[src/design/fat_consts.svh]
//********************
// FAT16 mount constants
// boot sector offsets, directory entry layout and limits
//********************
`ifndef FAT_CONSTS_SVH
`define FAT_CONSTS_SVH

`define FAT_SECTOR_BYTES      512
`define FAT_OFS_BYTES_PER_SEC 11
`define FAT_OFS_SEC_PER_CLUS  13
`define FAT_OFS_RSVD_SEC      14
`define FAT_OFS_ROOT_ENT      17
`define FAT_OFS_FAT_SIZE      22

`define FAT_ENTRY_BYTES       32
`define FAT_OFS_ATTR          11
`define FAT_OFS_FIRST_CLUS    26
`define FAT_OFS_FILE_SIZE     28
`define FAT_NAME_BYTES        11

`define FAT_ENTRY_DELETED     8'hE5
`define FAT_ENTRY_END         8'h00
`define FAT_ATTR_LONG_NAME    6'h0F
`define FAT_ATTR_VOLUME_BIT   3
`define FAT_ATTR_DIR_BIT      4

`define FAT_ROOT_ENTRIES      512
`define FAT_ROOT_SECTORS      32
`define FAT_MAX_FILES         16

`endif
[src/design/fat_pkg.sv]
//********************
// FAT16 mount types
// vectors, boot and entry records, error codes and FSM states
//********************
`default_nettype none

`include "fat_consts.svh"

package fat_pkg;

	typedef logic [7:0]  byte_t;
	typedef logic [8:0]  buf_addr_t;
	typedef logic [31:0] block_addr_t;
	typedef logic [15:0] cluster_t;
	typedef logic [31:0] file_size_t;
	typedef logic [3:0]  file_idx_t;
	typedef logic [4:0]  file_count_t;

	typedef struct packed {
		logic [15:0] bytes_per_sec;
		byte_t       sec_per_clus;
		logic [15:0] rsvd_sec_cnt;
		logic [15:0] root_ent_cnt;
		logic [15:0] fat_size;
	} bpb_t;

	// name[0] is the first character of the 8.3 name
	typedef struct packed {
		file_idx_t                       idx;
		byte_t [`FAT_NAME_BYTES-1:0]     name;
		cluster_t                        first_clus;
		file_size_t                      size;
	} dir_entry_t;

	typedef enum logic [1:0] {
		ERR_NONE        = 2'd0,
		ERR_SECTOR_SIZE = 2'd1,
		ERR_NOT_FAT16   = 2'd2,
		ERR_ROOT_SIZE   = 2'd3
	} mount_err_e;

	typedef enum logic [2:0] {MNT_IDLE, MNT_WAIT_CARD, MNT_BOOT, MNT_SCAN, MNT_REPORT} mount_state_e;
	typedef enum logic [1:0] {BOOT_IDLE, BOOT_READ, BOOT_FETCH, BOOT_CHECK} boot_state_e;
	typedef enum logic [2:0] {
		SCAN_IDLE, SCAN_READ, SCAN_FETCH, SCAN_HIT, SCAN_NEXT, SCAN_END
	} scan_state_e;
	typedef enum logic [1:0] {BLK_IDLE, BLK_SETTLE, BLK_WAIT} blk_state_e;

endpackage

`default_nettype wire

[src/design/fat_reader_top.sv]
//********************
// FAT16 mount engine
// mounts the card and lists root directory files
//********************
`default_nettype none

module fat_reader_top (
	input  wire                   sys_clk,
	input  wire                   rst,
	input  logic                  mount_req,
	input  logic                  sd_idle,
	input  fat_pkg::byte_t        buf_rd_data,
	output logic                  block_req,
	output fat_pkg::block_addr_t  block_addr,
	output fat_pkg::buf_addr_t    buf_rd_addr,
	output logic                  entry_valid,
	output fat_pkg::dir_entry_t   entry,
	output logic                  mount_busy,
	output logic                  mount_done,
	output fat_pkg::mount_err_e   mount_err,
	output fat_pkg::file_count_t  file_count
);
	import fat_pkg::*;

	logic        boot_go, scan_go, clear;
	logic        boot_done, scan_done, blk_done;
	logic        blk_start, boot_blk_start, scan_blk_start;
	block_addr_t blk_addr, boot_blk_addr, scan_blk_addr;
	buf_addr_t   boot_rd_addr, scan_rd_addr;
	bpb_t        bpb;
	mount_err_e  boot_err;
	logic        full, hit;
	dir_entry_t  hit_entry;

	fat_mount_ctrl i_mount_ctrl (
		.sys_clk(sys_clk), .rst(rst), .mount_req(mount_req), .sd_idle(sd_idle),
		.boot_done(boot_done), .boot_err(boot_err), .scan_done(scan_done),
		.boot_go(boot_go), .scan_go(scan_go), .clear(clear),
		.boot_blk_start(boot_blk_start), .boot_blk_addr(boot_blk_addr),
		.boot_rd_addr(boot_rd_addr), .scan_blk_start(scan_blk_start),
		.scan_blk_addr(scan_blk_addr), .scan_rd_addr(scan_rd_addr),
		.blk_start(blk_start), .blk_addr(blk_addr), .rd_addr(buf_rd_addr),
		.mount_busy(mount_busy), .mount_done(mount_done), .mount_err(mount_err)
	);

	fat_block_reader i_block_reader (
		.sys_clk(sys_clk), .rst(rst), .blk_start(blk_start), .blk_addr(blk_addr),
		.sd_idle(sd_idle), .block_req(block_req), .block_addr(block_addr),
		.blk_done(blk_done)
	);

	fat_boot_decode i_boot_decode (
		.sys_clk(sys_clk), .rst(rst), .go(boot_go), .rd_addr(boot_rd_addr),
		.rd_data(buf_rd_data), .blk_start(boot_blk_start), .blk_addr(boot_blk_addr),
		.blk_done(blk_done), .bpb(bpb), .boot_err(boot_err), .boot_done(boot_done)
	);

	fat_dir_scan i_dir_scan (
		.sys_clk(sys_clk), .rst(rst), .go(scan_go), .bpb(bpb), .rd_addr(scan_rd_addr),
		.rd_data(buf_rd_data), .blk_start(scan_blk_start), .blk_addr(scan_blk_addr),
		.blk_done(blk_done), .full(full), .hit(hit), .hit_entry(hit_entry),
		.scan_done(scan_done)
	);

	fat_entry_out i_entry_out (
		.sys_clk(sys_clk), .rst(rst), .clear(clear), .hit(hit), .hit_entry(hit_entry),
		.entry_valid(entry_valid), .entry(entry), .full(full), .file_count(file_count)
	);

endmodule

`default_nettype wire

[src/design/fat_mount_ctrl.sv]
//********************
// mount sequencer
// card wait, boot decode, directory scan and final report
//********************
`default_nettype none

module fat_mount_ctrl (
	input  wire                  sys_clk,
	input  wire                  rst,
	input  logic                 mount_req,
	input  logic                 sd_idle,
	input  logic                 boot_done,
	input  fat_pkg::mount_err_e  boot_err,
	input  logic                 scan_done,
	output logic                 boot_go,
	output logic                 scan_go,
	output logic                 clear,
	input  logic                 boot_blk_start,
	input  fat_pkg::block_addr_t boot_blk_addr,
	input  fat_pkg::buf_addr_t   boot_rd_addr,
	input  logic                 scan_blk_start,
	input  fat_pkg::block_addr_t scan_blk_addr,
	input  fat_pkg::buf_addr_t   scan_rd_addr,
	output logic                 blk_start,
	output fat_pkg::block_addr_t blk_addr,
	output fat_pkg::buf_addr_t   rd_addr,
	output logic                 mount_busy,
	output logic                 mount_done,
	output fat_pkg::mount_err_e  mount_err
);
	import fat_pkg::*;

	mount_state_e state;

	// only the active client reaches the reader and buffer
	always_comb
	begin
		blk_start = 1'b0;
		blk_addr = '0;
		rd_addr = '0;
		case (state)
			MNT_BOOT:
			begin
				blk_start = boot_blk_start;
				blk_addr = boot_blk_addr;
				rd_addr = boot_rd_addr;
			end
			MNT_SCAN:
			begin
				blk_start = scan_blk_start;
				blk_addr = scan_blk_addr;
				rd_addr = scan_rd_addr;
			end
			default: ;
		endcase
	end

	always_ff @(posedge sys_clk)
	begin
		if (rst)
		begin
			state <= MNT_IDLE;
			boot_go <= 1'b0;
			scan_go <= 1'b0;
			clear <= 1'b0;
			mount_busy <= 1'b0;
			mount_done <= 1'b0;
			mount_err <= ERR_NONE;
		end
		else
		begin
			boot_go <= 1'b0;
			scan_go <= 1'b0;
			clear <= 1'b0;
			mount_done <= 1'b0;
			case (state)
				MNT_IDLE:
				begin
					if (mount_req)
					begin
						clear <= 1'b1;
						mount_busy <= 1'b1;
						state <= MNT_WAIT_CARD;
					end
				end
				MNT_WAIT_CARD:
				begin
					if (sd_idle)
					begin
						boot_go <= 1'b1;
						state <= MNT_BOOT;
					end
				end
				MNT_BOOT:
				begin
					if (boot_done)
					begin
						mount_err <= boot_err; // held until next mount
						if (boot_err != ERR_NONE)
						begin
							mount_done <= 1'b1;
							state <= MNT_REPORT;
						end
						else
						begin
							scan_go <= 1'b1;
							state <= MNT_SCAN;
						end
					end
				end
				MNT_SCAN:
				begin
					if (scan_done)
					begin
						mount_done <= 1'b1;
						state <= MNT_REPORT;
					end
				end
				MNT_REPORT:
				begin
					mount_busy <= 1'b0;
					state <= MNT_IDLE;
				end
				default: state <= MNT_IDLE;
			endcase
		end
	end

endmodule

`default_nettype wire

[src/design/fat_entry_out.sv]
//********************
// entry output stage
// numbers accepted files and counts them
//********************
`default_nettype none

`include "fat_consts.svh"

module fat_entry_out (
	input  wire                  sys_clk,
	input  wire                  rst,
	input  logic                 clear,
	input  logic                 hit,
	input  fat_pkg::dir_entry_t  hit_entry,
	output logic                 entry_valid,
	output fat_pkg::dir_entry_t  entry,
	output logic                 full,
	output fat_pkg::file_count_t file_count
);
	import fat_pkg::*;

	assign full = (file_count == file_count_t'(`FAT_MAX_FILES));

	always_ff @(posedge sys_clk)
	begin
		if (rst)
		begin
			entry_valid <= 1'b0;
			file_count <= '0;
		end
		else
		begin
			entry_valid <= hit;
			if (clear)
				file_count <= '0; // new mount
			else if (hit)
				file_count <= file_count + 5'd1;
		end
	end

	always_ff @(posedge sys_clk)
	begin
		if (hit)
		begin
			entry <= hit_entry;
			entry.idx <= file_idx_t'(file_count);
		end
	end

endmodule

`default_nettype wire

[src/design/fat_dir_scan.sv]
//********************
// root directory scanner
// walks the root sectors slot by slot and reports regular files
//********************
`default_nettype none

`include "fat_consts.svh"

module fat_dir_scan (
	input  wire                  sys_clk,
	input  wire                  rst,
	input  logic                 go,
	input  fat_pkg::bpb_t        bpb,
	output fat_pkg::buf_addr_t   rd_addr,
	input  fat_pkg::byte_t       rd_data,
	output logic                 blk_start,
	output fat_pkg::block_addr_t blk_addr,
	input  logic                 blk_done,
	input  logic                 full,
	output logic                 hit,
	output fat_pkg::dir_entry_t  hit_entry,
	output logic                 scan_done
);
	import fat_pkg::*;

	scan_state_e  state;
	logic [4:0]   sector;
	logic [3:0]   slot;
	logic [4:0]   step;
	byte_t [17:0] raw;
	block_addr_t  root_base;
	buf_addr_t    slot_base;
	logic         attr_ok;

	// fetch order: first byte, attribute, rest of name, cluster, size
	function automatic buf_addr_t field_ofs(input logic [4:0] i);
		if (i == 5'd0)
			field_ofs = '0;
		else if (i == 5'd1)
			field_ofs = buf_addr_t'(`FAT_OFS_ATTR);
		else if (i < 5'd12)
			field_ofs = buf_addr_t'(i - 5'd1);
		else if (i < 5'd14)
			field_ofs = buf_addr_t'(`FAT_OFS_FIRST_CLUS + i - 12);
		else
			field_ofs = buf_addr_t'(`FAT_OFS_FILE_SIZE + i - 14);
	endfunction

	assign root_base = block_addr_t'(bpb.rsvd_sec_cnt) + block_addr_t'({bpb.fat_size, 1'b0});
	assign slot_base = buf_addr_t'(slot * `FAT_ENTRY_BYTES);
	assign attr_ok = (rd_data[5:0] != `FAT_ATTR_LONG_NAME)
		&& !rd_data[`FAT_ATTR_VOLUME_BIT] && !rd_data[`FAT_ATTR_DIR_BIT];
	assign hit_entry = '{
		idx:        '0, // stamped downstream
		name:       {raw[11:2], raw[0]},
		first_clus: {raw[13], raw[12]},
		size:       {raw[17:14]}
	};

	always_ff @(posedge sys_clk)
	begin
		if (rst)
		begin
			state <= SCAN_IDLE;
			sector <= '0;
			slot <= '0;
			step <= '0;
			rd_addr <= '0;
			blk_start <= 1'b0;
			hit <= 1'b0;
			scan_done <= 1'b0;
		end
		else
		begin
			blk_start <= 1'b0;
			hit <= 1'b0;
			scan_done <= 1'b0;
			case (state)
				SCAN_IDLE:
				begin
					if (go)
					begin
						sector <= '0;
						slot <= '0;
						blk_start <= 1'b1;
						blk_addr <= root_base;
						state <= SCAN_READ;
					end
				end
				SCAN_READ:
				begin
					step <= '0;
					if (blk_done)
						state <= SCAN_FETCH;
				end
				SCAN_FETCH:
				begin
					step <= step + 5'd1;
					if (step < 5'd18)
						rd_addr <= slot_base + field_ofs(step);
					if (step == 5'd2 && rd_data == `FAT_ENTRY_END)
						state <= SCAN_END; // end of directory
					else if (step == 5'd2 && rd_data == `FAT_ENTRY_DELETED)
						state <= SCAN_NEXT;
					else if (step == 5'd3 && !attr_ok)
						state <= SCAN_NEXT;
					else if (step == 5'd19)
					begin
						hit <= 1'b1;
						state <= SCAN_HIT;
					end
				end
				SCAN_HIT: state <= SCAN_NEXT; // lets full settle
				SCAN_NEXT:
				begin
					step <= '0;
					if (full)
						state <= SCAN_END;
					else if (slot == 4'(`FAT_SECTOR_BYTES / `FAT_ENTRY_BYTES - 1))
					begin
						slot <= '0;
						if (sector == 5'(`FAT_ROOT_SECTORS - 1))
							state <= SCAN_END;
						else
						begin
							sector <= sector + 5'd1;
							blk_start <= 1'b1;
							blk_addr <= root_base + block_addr_t'(sector) + 32'd1;
							state <= SCAN_READ;
						end
					end
					else
					begin
						slot <= slot + 4'd1;
						state <= SCAN_FETCH;
					end
				end
				SCAN_END:
				begin
					scan_done <= 1'b1;
					state <= SCAN_IDLE;
				end
				default: state <= SCAN_IDLE;
			endcase
		end
	end

	always_ff @(posedge sys_clk)
	begin
		if (state == SCAN_FETCH && step >= 5'd2)
			raw <= {rd_data, raw[17:1]};
	end

endmodule

`default_nettype wire

[src/design/fat_boot_decode.sv]
//********************
// boot sector decoder
// reads the BPB fields of block 0 and checks the volume
//********************
`default_nettype none

`include "fat_consts.svh"

module fat_boot_decode (
	input  wire                  sys_clk,
	input  wire                  rst,
	input  logic                 go,
	output fat_pkg::buf_addr_t   rd_addr,
	input  fat_pkg::byte_t       rd_data,
	output logic                 blk_start,
	output fat_pkg::block_addr_t blk_addr,
	input  logic                 blk_done,
	output fat_pkg::bpb_t        bpb,
	output fat_pkg::mount_err_e  boot_err,
	output logic                 boot_done
);
	import fat_pkg::*;

	boot_state_e state;
	logic [3:0]  step;
	byte_t [8:0] raw;

	// byte offsets of the nine BPB bytes, in fetch order
	function automatic buf_addr_t boot_ofs(input logic [3:0] i);
		case (i)
			4'd0:    boot_ofs = buf_addr_t'(`FAT_OFS_BYTES_PER_SEC);
			4'd1:    boot_ofs = buf_addr_t'(`FAT_OFS_BYTES_PER_SEC + 1);
			4'd2:    boot_ofs = buf_addr_t'(`FAT_OFS_SEC_PER_CLUS);
			4'd3:    boot_ofs = buf_addr_t'(`FAT_OFS_RSVD_SEC);
			4'd4:    boot_ofs = buf_addr_t'(`FAT_OFS_RSVD_SEC + 1);
			4'd5:    boot_ofs = buf_addr_t'(`FAT_OFS_ROOT_ENT);
			4'd6:    boot_ofs = buf_addr_t'(`FAT_OFS_ROOT_ENT + 1);
			4'd7:    boot_ofs = buf_addr_t'(`FAT_OFS_FAT_SIZE);
			default: boot_ofs = buf_addr_t'(`FAT_OFS_FAT_SIZE + 1);
		endcase
	endfunction

	assign blk_addr = '0; // boot sector
	assign bpb = '{
		bytes_per_sec: {raw[1], raw[0]},
		sec_per_clus:  raw[2],
		rsvd_sec_cnt:  {raw[4], raw[3]},
		root_ent_cnt:  {raw[6], raw[5]},
		fat_size:      {raw[8], raw[7]}
	};

	always_ff @(posedge sys_clk)
	begin
		if (rst)
		begin
			state <= BOOT_IDLE;
			step <= '0;
			rd_addr <= '0;
			blk_start <= 1'b0;
			boot_done <= 1'b0;
			boot_err <= ERR_NONE;
		end
		else
		begin
			blk_start <= 1'b0;
			boot_done <= 1'b0;
			case (state)
				BOOT_IDLE:
				begin
					if (go)
					begin
						blk_start <= 1'b1;
						state <= BOOT_READ;
					end
				end
				BOOT_READ:
				begin
					step <= '0;
					if (blk_done)
						state <= BOOT_FETCH;
				end
				BOOT_FETCH:
				begin
					if (step < 4'd9)
						rd_addr <= boot_ofs(step);
					if (step == 4'd10) // last byte lands now
						state <= BOOT_CHECK;
					else
						step <= step + 4'd1;
				end
				BOOT_CHECK:
				begin
					boot_done <= 1'b1;
					state <= BOOT_IDLE;
					if (bpb.bytes_per_sec != 16'(`FAT_SECTOR_BYTES))
						boot_err <= ERR_SECTOR_SIZE;
					else if (bpb.fat_size == '0)
						boot_err <= ERR_NOT_FAT16;
					else if (bpb.root_ent_cnt != 16'(`FAT_ROOT_ENTRIES))
						boot_err <= ERR_ROOT_SIZE;
					else
						boot_err <= ERR_NONE;
				end
				default: state <= BOOT_IDLE;
			endcase
		end
	end

	// data trails the address by two steps
	always_ff @(posedge sys_clk)
	begin
		if (state == BOOT_FETCH && step >= 4'd2)
			raw <= {rd_data, raw[8:1]};
	end

endmodule

`default_nettype wire

[src/design/fat_block_reader.sv]
//********************
// SD block reader
// one request pulse, a short settle, then wait for card idle
//********************
`default_nettype none

module fat_block_reader (
	input  wire                 sys_clk,
	input  wire                 rst,
	input  logic                blk_start,
	input  fat_pkg::block_addr_t blk_addr,
	input  logic                sd_idle,
	output logic                block_req,
	output fat_pkg::block_addr_t block_addr,
	output logic                blk_done
);
	import fat_pkg::*;

	blk_state_e state;
	logic [1:0] settle_cnt;

	always_ff @(posedge sys_clk)
	begin
		if (rst)
		begin
			state <= BLK_IDLE;
			settle_cnt <= '0;
			block_req <= 1'b0;
			blk_done <= 1'b0;
		end
		else
		begin
			block_req <= 1'b0;
			blk_done <= 1'b0;
			case (state)
				BLK_IDLE:
				begin
					if (blk_start)
					begin
						block_req <= 1'b1;
						block_addr <= blk_addr; // held for the card
						settle_cnt <= '0;
						state <= BLK_SETTLE;
					end
				end
				BLK_SETTLE:
				begin
					settle_cnt <= settle_cnt + 2'd1;
					if (settle_cnt == 2'd3) // req cycle plus 3
						state <= BLK_WAIT;
				end
				BLK_WAIT:
				begin
					if (sd_idle)
					begin
						blk_done <= 1'b1;
						state <= BLK_IDLE;
					end
				end
				default: state <= BLK_IDLE;
			endcase
		end
	end

endmodule

`default_nettype wire

[config.mk]
export PLATFORM = sky130hd
export DESIGN_NAME = fat_reader_top
export DESIGN_NICKNAME = d
export VERILOG_FILES = /design/src/design/fat_pkg.sv /design/src/design/fat_reader_top.sv /design/src/design/fat_mount_ctrl.sv /design/src/design/fat_entry_out.sv /design/src/design/fat_dir_scan.sv /design/src/design/fat_boot_decode.sv /design/src/design/fat_block_reader.sv
export VERILOG_INCLUDE_DIRS = /design/src /design/src/design
export SDC_FILE = /design/constraint.sdc
export NUM_CORES = 1
export LEC_CHECK = 0
export ABC_CLOCK_PERIOD_IN_PS = 11320
export BUFFER_PORTS_ARGS = -buffer_cell sky130_fd_sc_hd__buf_4
export CORE_UTILIZATION = 40
export DETAILED_ROUTE_END_ITERATION = 16
export PLACE_DENSITY = 0.65
export SETUP_SLACK_MARGIN = 0.5
export SLEW_MARGIN = 20
export SYNTH_ARGS = -nofsm -noshare
export SYNTH_HDL_FRONTEND = slang
export SYNTH_SLANG_ARGS = --single-unit
[constraint.sdc]
create_clock -name sys_clk -period 11.32 [get_ports sys_clk]
set_input_delay 1.698 -clock sys_clk [delete_from_list [all_inputs] [get_ports sys_clk]]
set_output_delay 1.698 -clock sys_clk [all_outputs]
set_load 0.05 [all_outputs]
==> results of run 1 <==
-- sequential cells by signal, summed over array words and instances, names as in the netlist, 5 cells and up, named ones only --
signal                     flops
i_dir_scan.rd_addr             9
i_dir_scan.blk_addr           19
i_dir_scan.sector              5
i_boot_decode.rd_addr          5
i_entry_out.entry            140
i_dir_scan.step                5
i_dir_scan.hit_entry         136
i_block_reader.block_addr     19
i_dir_scan.raw                 8
i_boot_decode.bpb             72
i_entry_out.file_count         5
-- synthesized netlist by cell type, drive strengths merged, types with 5 or more instances --
cell type	n	area share, %
buf	21	0.87
and3	7	0.25
nor4	17	0.62
o211ai	8	0.35
nand3	21	0.61
a211oi	10	0.44
nand2b	12	0.44
inv	33	0.72
nor2	68	1.6
edfxtp	394	69
ha	52	3.8
a21oi	54	1.6
nor3	29	0.87
nand2	56	1.2
dfxtp	71	8.3
xnor2	29	1.5
clkbuf	18	0.39
xor2	16	0.81
nand4	9	0.33
a21o	7	0.31
mux2i	15	0.87
o21a	6	0.26
o21ai	21	0.63
and2	26	0.96
nor2b	14	0.51
nor3b	5	0.25
-- layout make-up --
class	count	area [um^2]
inverter	33	124
clock inverter	32	322
sequential	465	13300
multi-input combinational	546	3670
tap	539	674
timing repair buffer	198	1490
fill	3500	21400
clock buffer	53	1210
-- power by group --
part | switching, mW | leakage, nW | internal, mW
clock network | 0.635 | 0.751 | 0.908
logic | 0.0708 | 2.48 | 0.0406
registers | 0.0181 | 4.12 | 1.85
-- per-layer routing --
metal / vias to the layer above / track usage (%) / part of all wire [%]
met2: 276 / 24.1 / 47
li1: 4421 / - / -
met3: 53 / 3.35 / 5.8
met1: 4557 / 20.1 / 45
met4: 0 / 5.30 / 2.4
met5: - / 0 / 0
-- through the flow --
stage / power [mW] / util (%) / cells
finish: 3.52 / 49.3 / 1866
global route: 3.64 / 49.3 / 1866
CTS: 3.57 / 49.2 / 1866
detailed placement: 2.01 / 45.6 / 1781
global placement: 2.01 / 45.6 / 1781
floorplan: 1.99 / - / 1083
-- worst register-to-register path, cell delays in order (launching register included) --
cell,delay (ns)
edfxtp_1,0.43
ha_1,0.33
a21o_1,0.18
a21oi_1,0.19
xnor2_1,0.12
ha_1,0.33
o21ai_0,0.11
a21oi_1,0.19
o21ai_1,0.08
nor3_1,0.31
and4_1,0.31
nor3b_2,0.29
nand3_1,0.14
xnor2_1,0.16
-- worst paths after layout --
kind	to
min	i_boot_decode.bpb[70]
max reg2reg	i_dir_scan.blk_addr[16]
max	buf_rd_addr[7]
min reg2reg	i_boot_decode.bpb[70]
-- cells by family (layout without fill, tap and decap cells) --
group                      after synthesis  after routing  share of synthesized area [%]
other                                    1             14                         0.0218
muxes                                   17             17                           1.00
DFF                                    465            465                           77.0
buffers and inverters                   72            316                           1.98
xor gates and xnor gates                45             45                           2.34
adders and majority gates               55             55                           4.13
AOI/OAI and AO/OA                      133            133                           4.98
and+or+nand+nor                        282            282                           8.50
==> qor.yml, run 1 <==
diodes: 0
synthCells: 1070
r2r_start: "i_boot_decode.bpb[1]"
outcome: "completed"
finalCriticalPeriod_ns: 3.76
cts_buffer_depth: 3
cellLeakagePower_nw: 7.35
cp.depth: 4
port_buffers: 190
die_h_um: 209
areaGrowthSynthToFinish_pct: 20.7
maxSlewHeadroom_pct: 32.5
synth_cell_types: 62
start_kind: "flip-flop"
cts_hold_buf: 0
tns_ns: 0
pre_cts_slack_ns: 7.91
timing.hold.ws_ns: 0.419
ff2ff_setup_slack_ns: 7.90
tightest_slew_ns: 1.01
synth-edff-count: 394
die_w_um: 209
layout_common_cells: "edfxtp_1 (394), buf_4 (197), dfxtp_1 (70), nor2_1 (67), nand2_1 (56)"
worstPathCellList: "inv_1 -> nor2_1 -> and2_1 -> buf_4"
postCtsSetupBuffers: 0
first_iter_violations: 692
dpl-instance-area_mm2: 0.0192
vias_per_cell: 4.99
overflow: 0
ys_ff_latch: 465
dpl.hpwl_um: 22200
drc: 0
fin_nets: 1358
cpPeakStageDelay_ns: 0.70
postSynth.asyncResetShare_pct: 0
wl_per_cell_um: 17.7
drt_pass1_iterations: 5
syn_area_per_cell_um2: 16.1
fmax_mhz: 266
cts_sinks: 465
finalClockSkew_ns: 0.0154
die-area_mm2: 0.0438
hold-path-cell-count: 0
io_pins: 204
vias: 9307
htree_num_levels: 2
finalCritPeriodShare_pct: 33.3
cp.arrival_ns: 2.07
worst_path_dominant_cell_family: "flip-flops"
setup_viol: 0
final_area_mm2: 0.0208
final-hold-violation-count: 0
end_kind: "primary output"
worst-r2r-cell-count: 13
holdCritPathClass: "flip-flop to flip-flop"
cp_num_buf_inv: 2
antenna_found_initial: 0
drv_cap: 0
worst_slack_ns: 7.56
insertion_delay_ns: 0.57
cp_data_required_time_ns: 9.62
tritoncts: "built"
grt_pass1_wl_um: 50500
place.gp.congestion: 0.806
hold_path_startpoint: "i_boot_decode.bpb[54]"
synthesis.area_mm2: 0.0172
drv_slew: 0
drive_gt1_share_pct: 21.6
powerDensity_mw_per_mm2: 170
grt_usage_pct: 15.0
crit_type: "flip-flop to primary output"
vdd_drop_max_uv: 91.5
cts-root-buf: "clkbuf_16"
grt_pass1_vias: 9052
seq_area_frac_synth_pct: 77.0
coreArea_mm2: 0.0421
clk_pin_slew_worst_paths_ns: 0.06
final_common_cell: "edfxtp_1"
initial_core_util_pct: 40.8
ys_warn_count: 0
cpMaxStageDelayCell: "dfxtp_1"
cts.repair.resized: 0
cp-startpoint: "i_mount_ctrl.state[0]"
ant_nets: 0
wl_um: 32900
crit_fanout: 14
rsz0062_at_grt: "no"
grt_start_max_net_pins: 82
num_rows: 75
synthFlopType: "edfxtp_1"
numCtsBuffers: 47
Note: power is estimated with default switching activity, not from simulation.
==> run 2: changes to the inputs <==
ABC_CLOCK_PERIOD_IN_PS = 3400   (was 11320)
PLACE_DENSITY = 0.68   (was 0.65)
clock period = 3.4 ns   (was 11.32 ns; I/O delays follow)
==> run 2 against run 1 <==
  * Final area rose by 2.1%
  * Clock-buffer cell count rose by 3
  * Combinational power rose to 3.5 times the previous value
  * Clock skew barely moved
  * Clock power rose to 3.3 times the previous value
  * Wire length fell by 0.52%
  * First-iteration DRC count fell by 7.1%
  * Cell count rose by 1.7%
==> qor.yml, run 2 (synthesis gave the netlist of run 1 again) <==
ant_nets: 0  # unchanged
vias: 9422  # +1.2%
drc: 0  # unchanged
htree_num_levels: 2  # unchanged
rsz0062_at_grt: "yes"
holdCritPathClass: "input pin to flip-flop"
insertion_delay_ns: 0.57  # about the same
crit_fanout: 3  # -11
end_kind: "flip-flop"
cellLeakagePower_nw: 7.54  # +2.6%
fin_nets: 1386  # +2.1%
layout_common_cells: "edfxtp_1 (394), buf_4 (217), dfxtp_1 (67), nor2_1 (66), nand2_1 (56)"
top_register: "i_entry_out.entry"
p_total_mw: 11.7  # +230%
numCtsBuffers: 47  # unchanged
place.gp.congestion: 0.816  # +1.3%
cts_sinks: 465  # unchanged
wl_um: 32800  # -0.52%
setup_viol: 0  # unchanged
tns_ns: 0  # unchanged
finalCritPeriodShare_pct: 89.6
clk_pin_slew_worst_paths_ns: 0.06  # about the same
num_rows: 75  # unchanged
grt_start_max_net_pins: 70  # -15%
port_buffers: 190  # unchanged
io_pins: 204  # unchanged
ff2ff_setup_slack_ns: 0.36  # -7.54 ns
cts-root-buf: "clkbuf_16"
wl_per_cell_um: 17.3  # -2.1%
vdd_drop_max_uv: 329  # +260%
first_iter_violations: 643  # -7.1%
die_w_um: 209  # unchanged
fmax_mhz: 328
cp_data_required_time_ns: 3.71  # -5.91 ns
cp.arrival_ns: 3.36  # +1.29 ns
crit_type: "flip-flop to flip-flop"
pre_cts_slack_ns: 0.161  # -7.75 ns
cts_buffer_depth: 3  # unchanged
outcome: "completed"
cts_hold_buf: 0  # unchanged
drv_cap: 0  # unchanged
areaGrowthSynthToFinish_pct: 23.2
dpl.hpwl_um: 22400  # +0.87%
vias_per_cell: 4.97  # -0.42%
fin_cells: 1897  # +1.7%
fill_cells: 3464  # -1.0%
largest_reg_flops: 140  # unchanged
timing.hold.ws_ns: 0.180  # -0.240 ns
final-hold-violation-count: 0  # unchanged
drt_pass1_iterations: 5  # unchanged
diodes: 0  # unchanged
grt_usage_pct: 14.9  # -0.091 points
worst_slack_ns: 0.355  # -7.20 ns
finalClockSkew_ns: 0.0159  # +0.000463 ns
antenna_found_initial: 0  # unchanged
drv_slew: 0  # unchanged
grt_pass1_vias: 9109  # +0.63%
tritoncts: "built"
finalCriticalPeriod_ns: 3.04
initial_core_util_pct: 40.8  # unchanged
start_kind: "flip-flop"
die_h_um: 209  # unchanged
grt_pass1_wl_um: 50500  # about the same
drive_gt1_share_pct: 25.2  # +3.6 points
final_common_cell: "edfxtp_1"
powerDensity_mw_per_mm2: 553  # +230%
overflow: 0  # unchanged
tightest_slew_ns: 0.736  # -0.277 ns
maxSlewHeadroom_pct: 50.4  # +18 points
coreArea_mm2: 0.0421  # unchanged
placed_cells: 1791  # +0.56%
die-area_mm2: 0.0438  # unchanged
run 2: cell types whose count changed in the layout (fill, tap and decap cells not counted), moves of 4 or more:
cell and change:
clkbuf_1 +4, clkinv_1 -4, inv_1 -5, inv_2 +5, buf_12 +8, buf_4 +20
run 2: power breakdown:
part	switching [mW]	internal, mW
logic	0.244	0.141
registers	0.0614	6.15
clock network	2.15	2.98
run 2: per-stage QoR:
stage                     instance area [um^2]  util [%]
final                                    21200      50.3
after global routing                     21200      50.3
after CTS                                21100      50.2
after detailed placement                 19400      46.1
after global placement                   19400      46.1
after floorplan                          17300         -
run 2: what timing repair did:
action                                  4_1_cts  5_1_grt
gates resized for setup                      13        9
pin swaps                                     7        6
endpoints found under the setup margin        9       13
buffers inserted                             14        4
run 2: final cells by class:
cell class	instances	area, um^2	share of cell area (%)
Inverter	33	124	0.584
Multi-Input combinational cell	546	3790	17.9
Clock buffer	56	1220	5.76
Sequential cell	465	13300	62.6
Tap cell	539	674	3.18
Clock inverter	32	332	1.56
Timing Repair Buffer	226	1800	8.49
run 2: critical path: stages, from the launching register on:
cell      delay, ns
edfxtp_1       0.36
ha_2           0.20
inv_2          0.04
fa_2           0.54
inv_2          0.05
ha_4           0.27
o21a_1         0.17
o21ai_2        0.08
a21o_1         0.20
or4_4          0.46
nor3_4         0.20
nand2_1        0.09
xnor2_1        0.12
run 2: worst paths after layout:
| check | to | start | cells past startpoint |
|---|---|---|---|
| worst max-delay path | i_dir_scan.blk_addr[15] | i_boot_decode.bpb[0] | 12 |
| worst min-delay path | i_dir_scan.hit_entry[29] | buf_rd_data[5] | 1 |
| worst max register to register | i_dir_scan.blk_addr[15] | i_boot_decode.bpb[0] | 12 |
| worst min register to register | i_entry_out.entry[49] | i_dir_scan.hit_entry[49] | 0 |
run 2: metal layers:
layer	GRT usage (%)	up-vias	share of wire, %
met5	0	-	0
met4	5.70	0	2.7
met3	3.86	58	6.5
met2	23.7	295	47
met1	19.7	4581	43
li1	-	4488	-
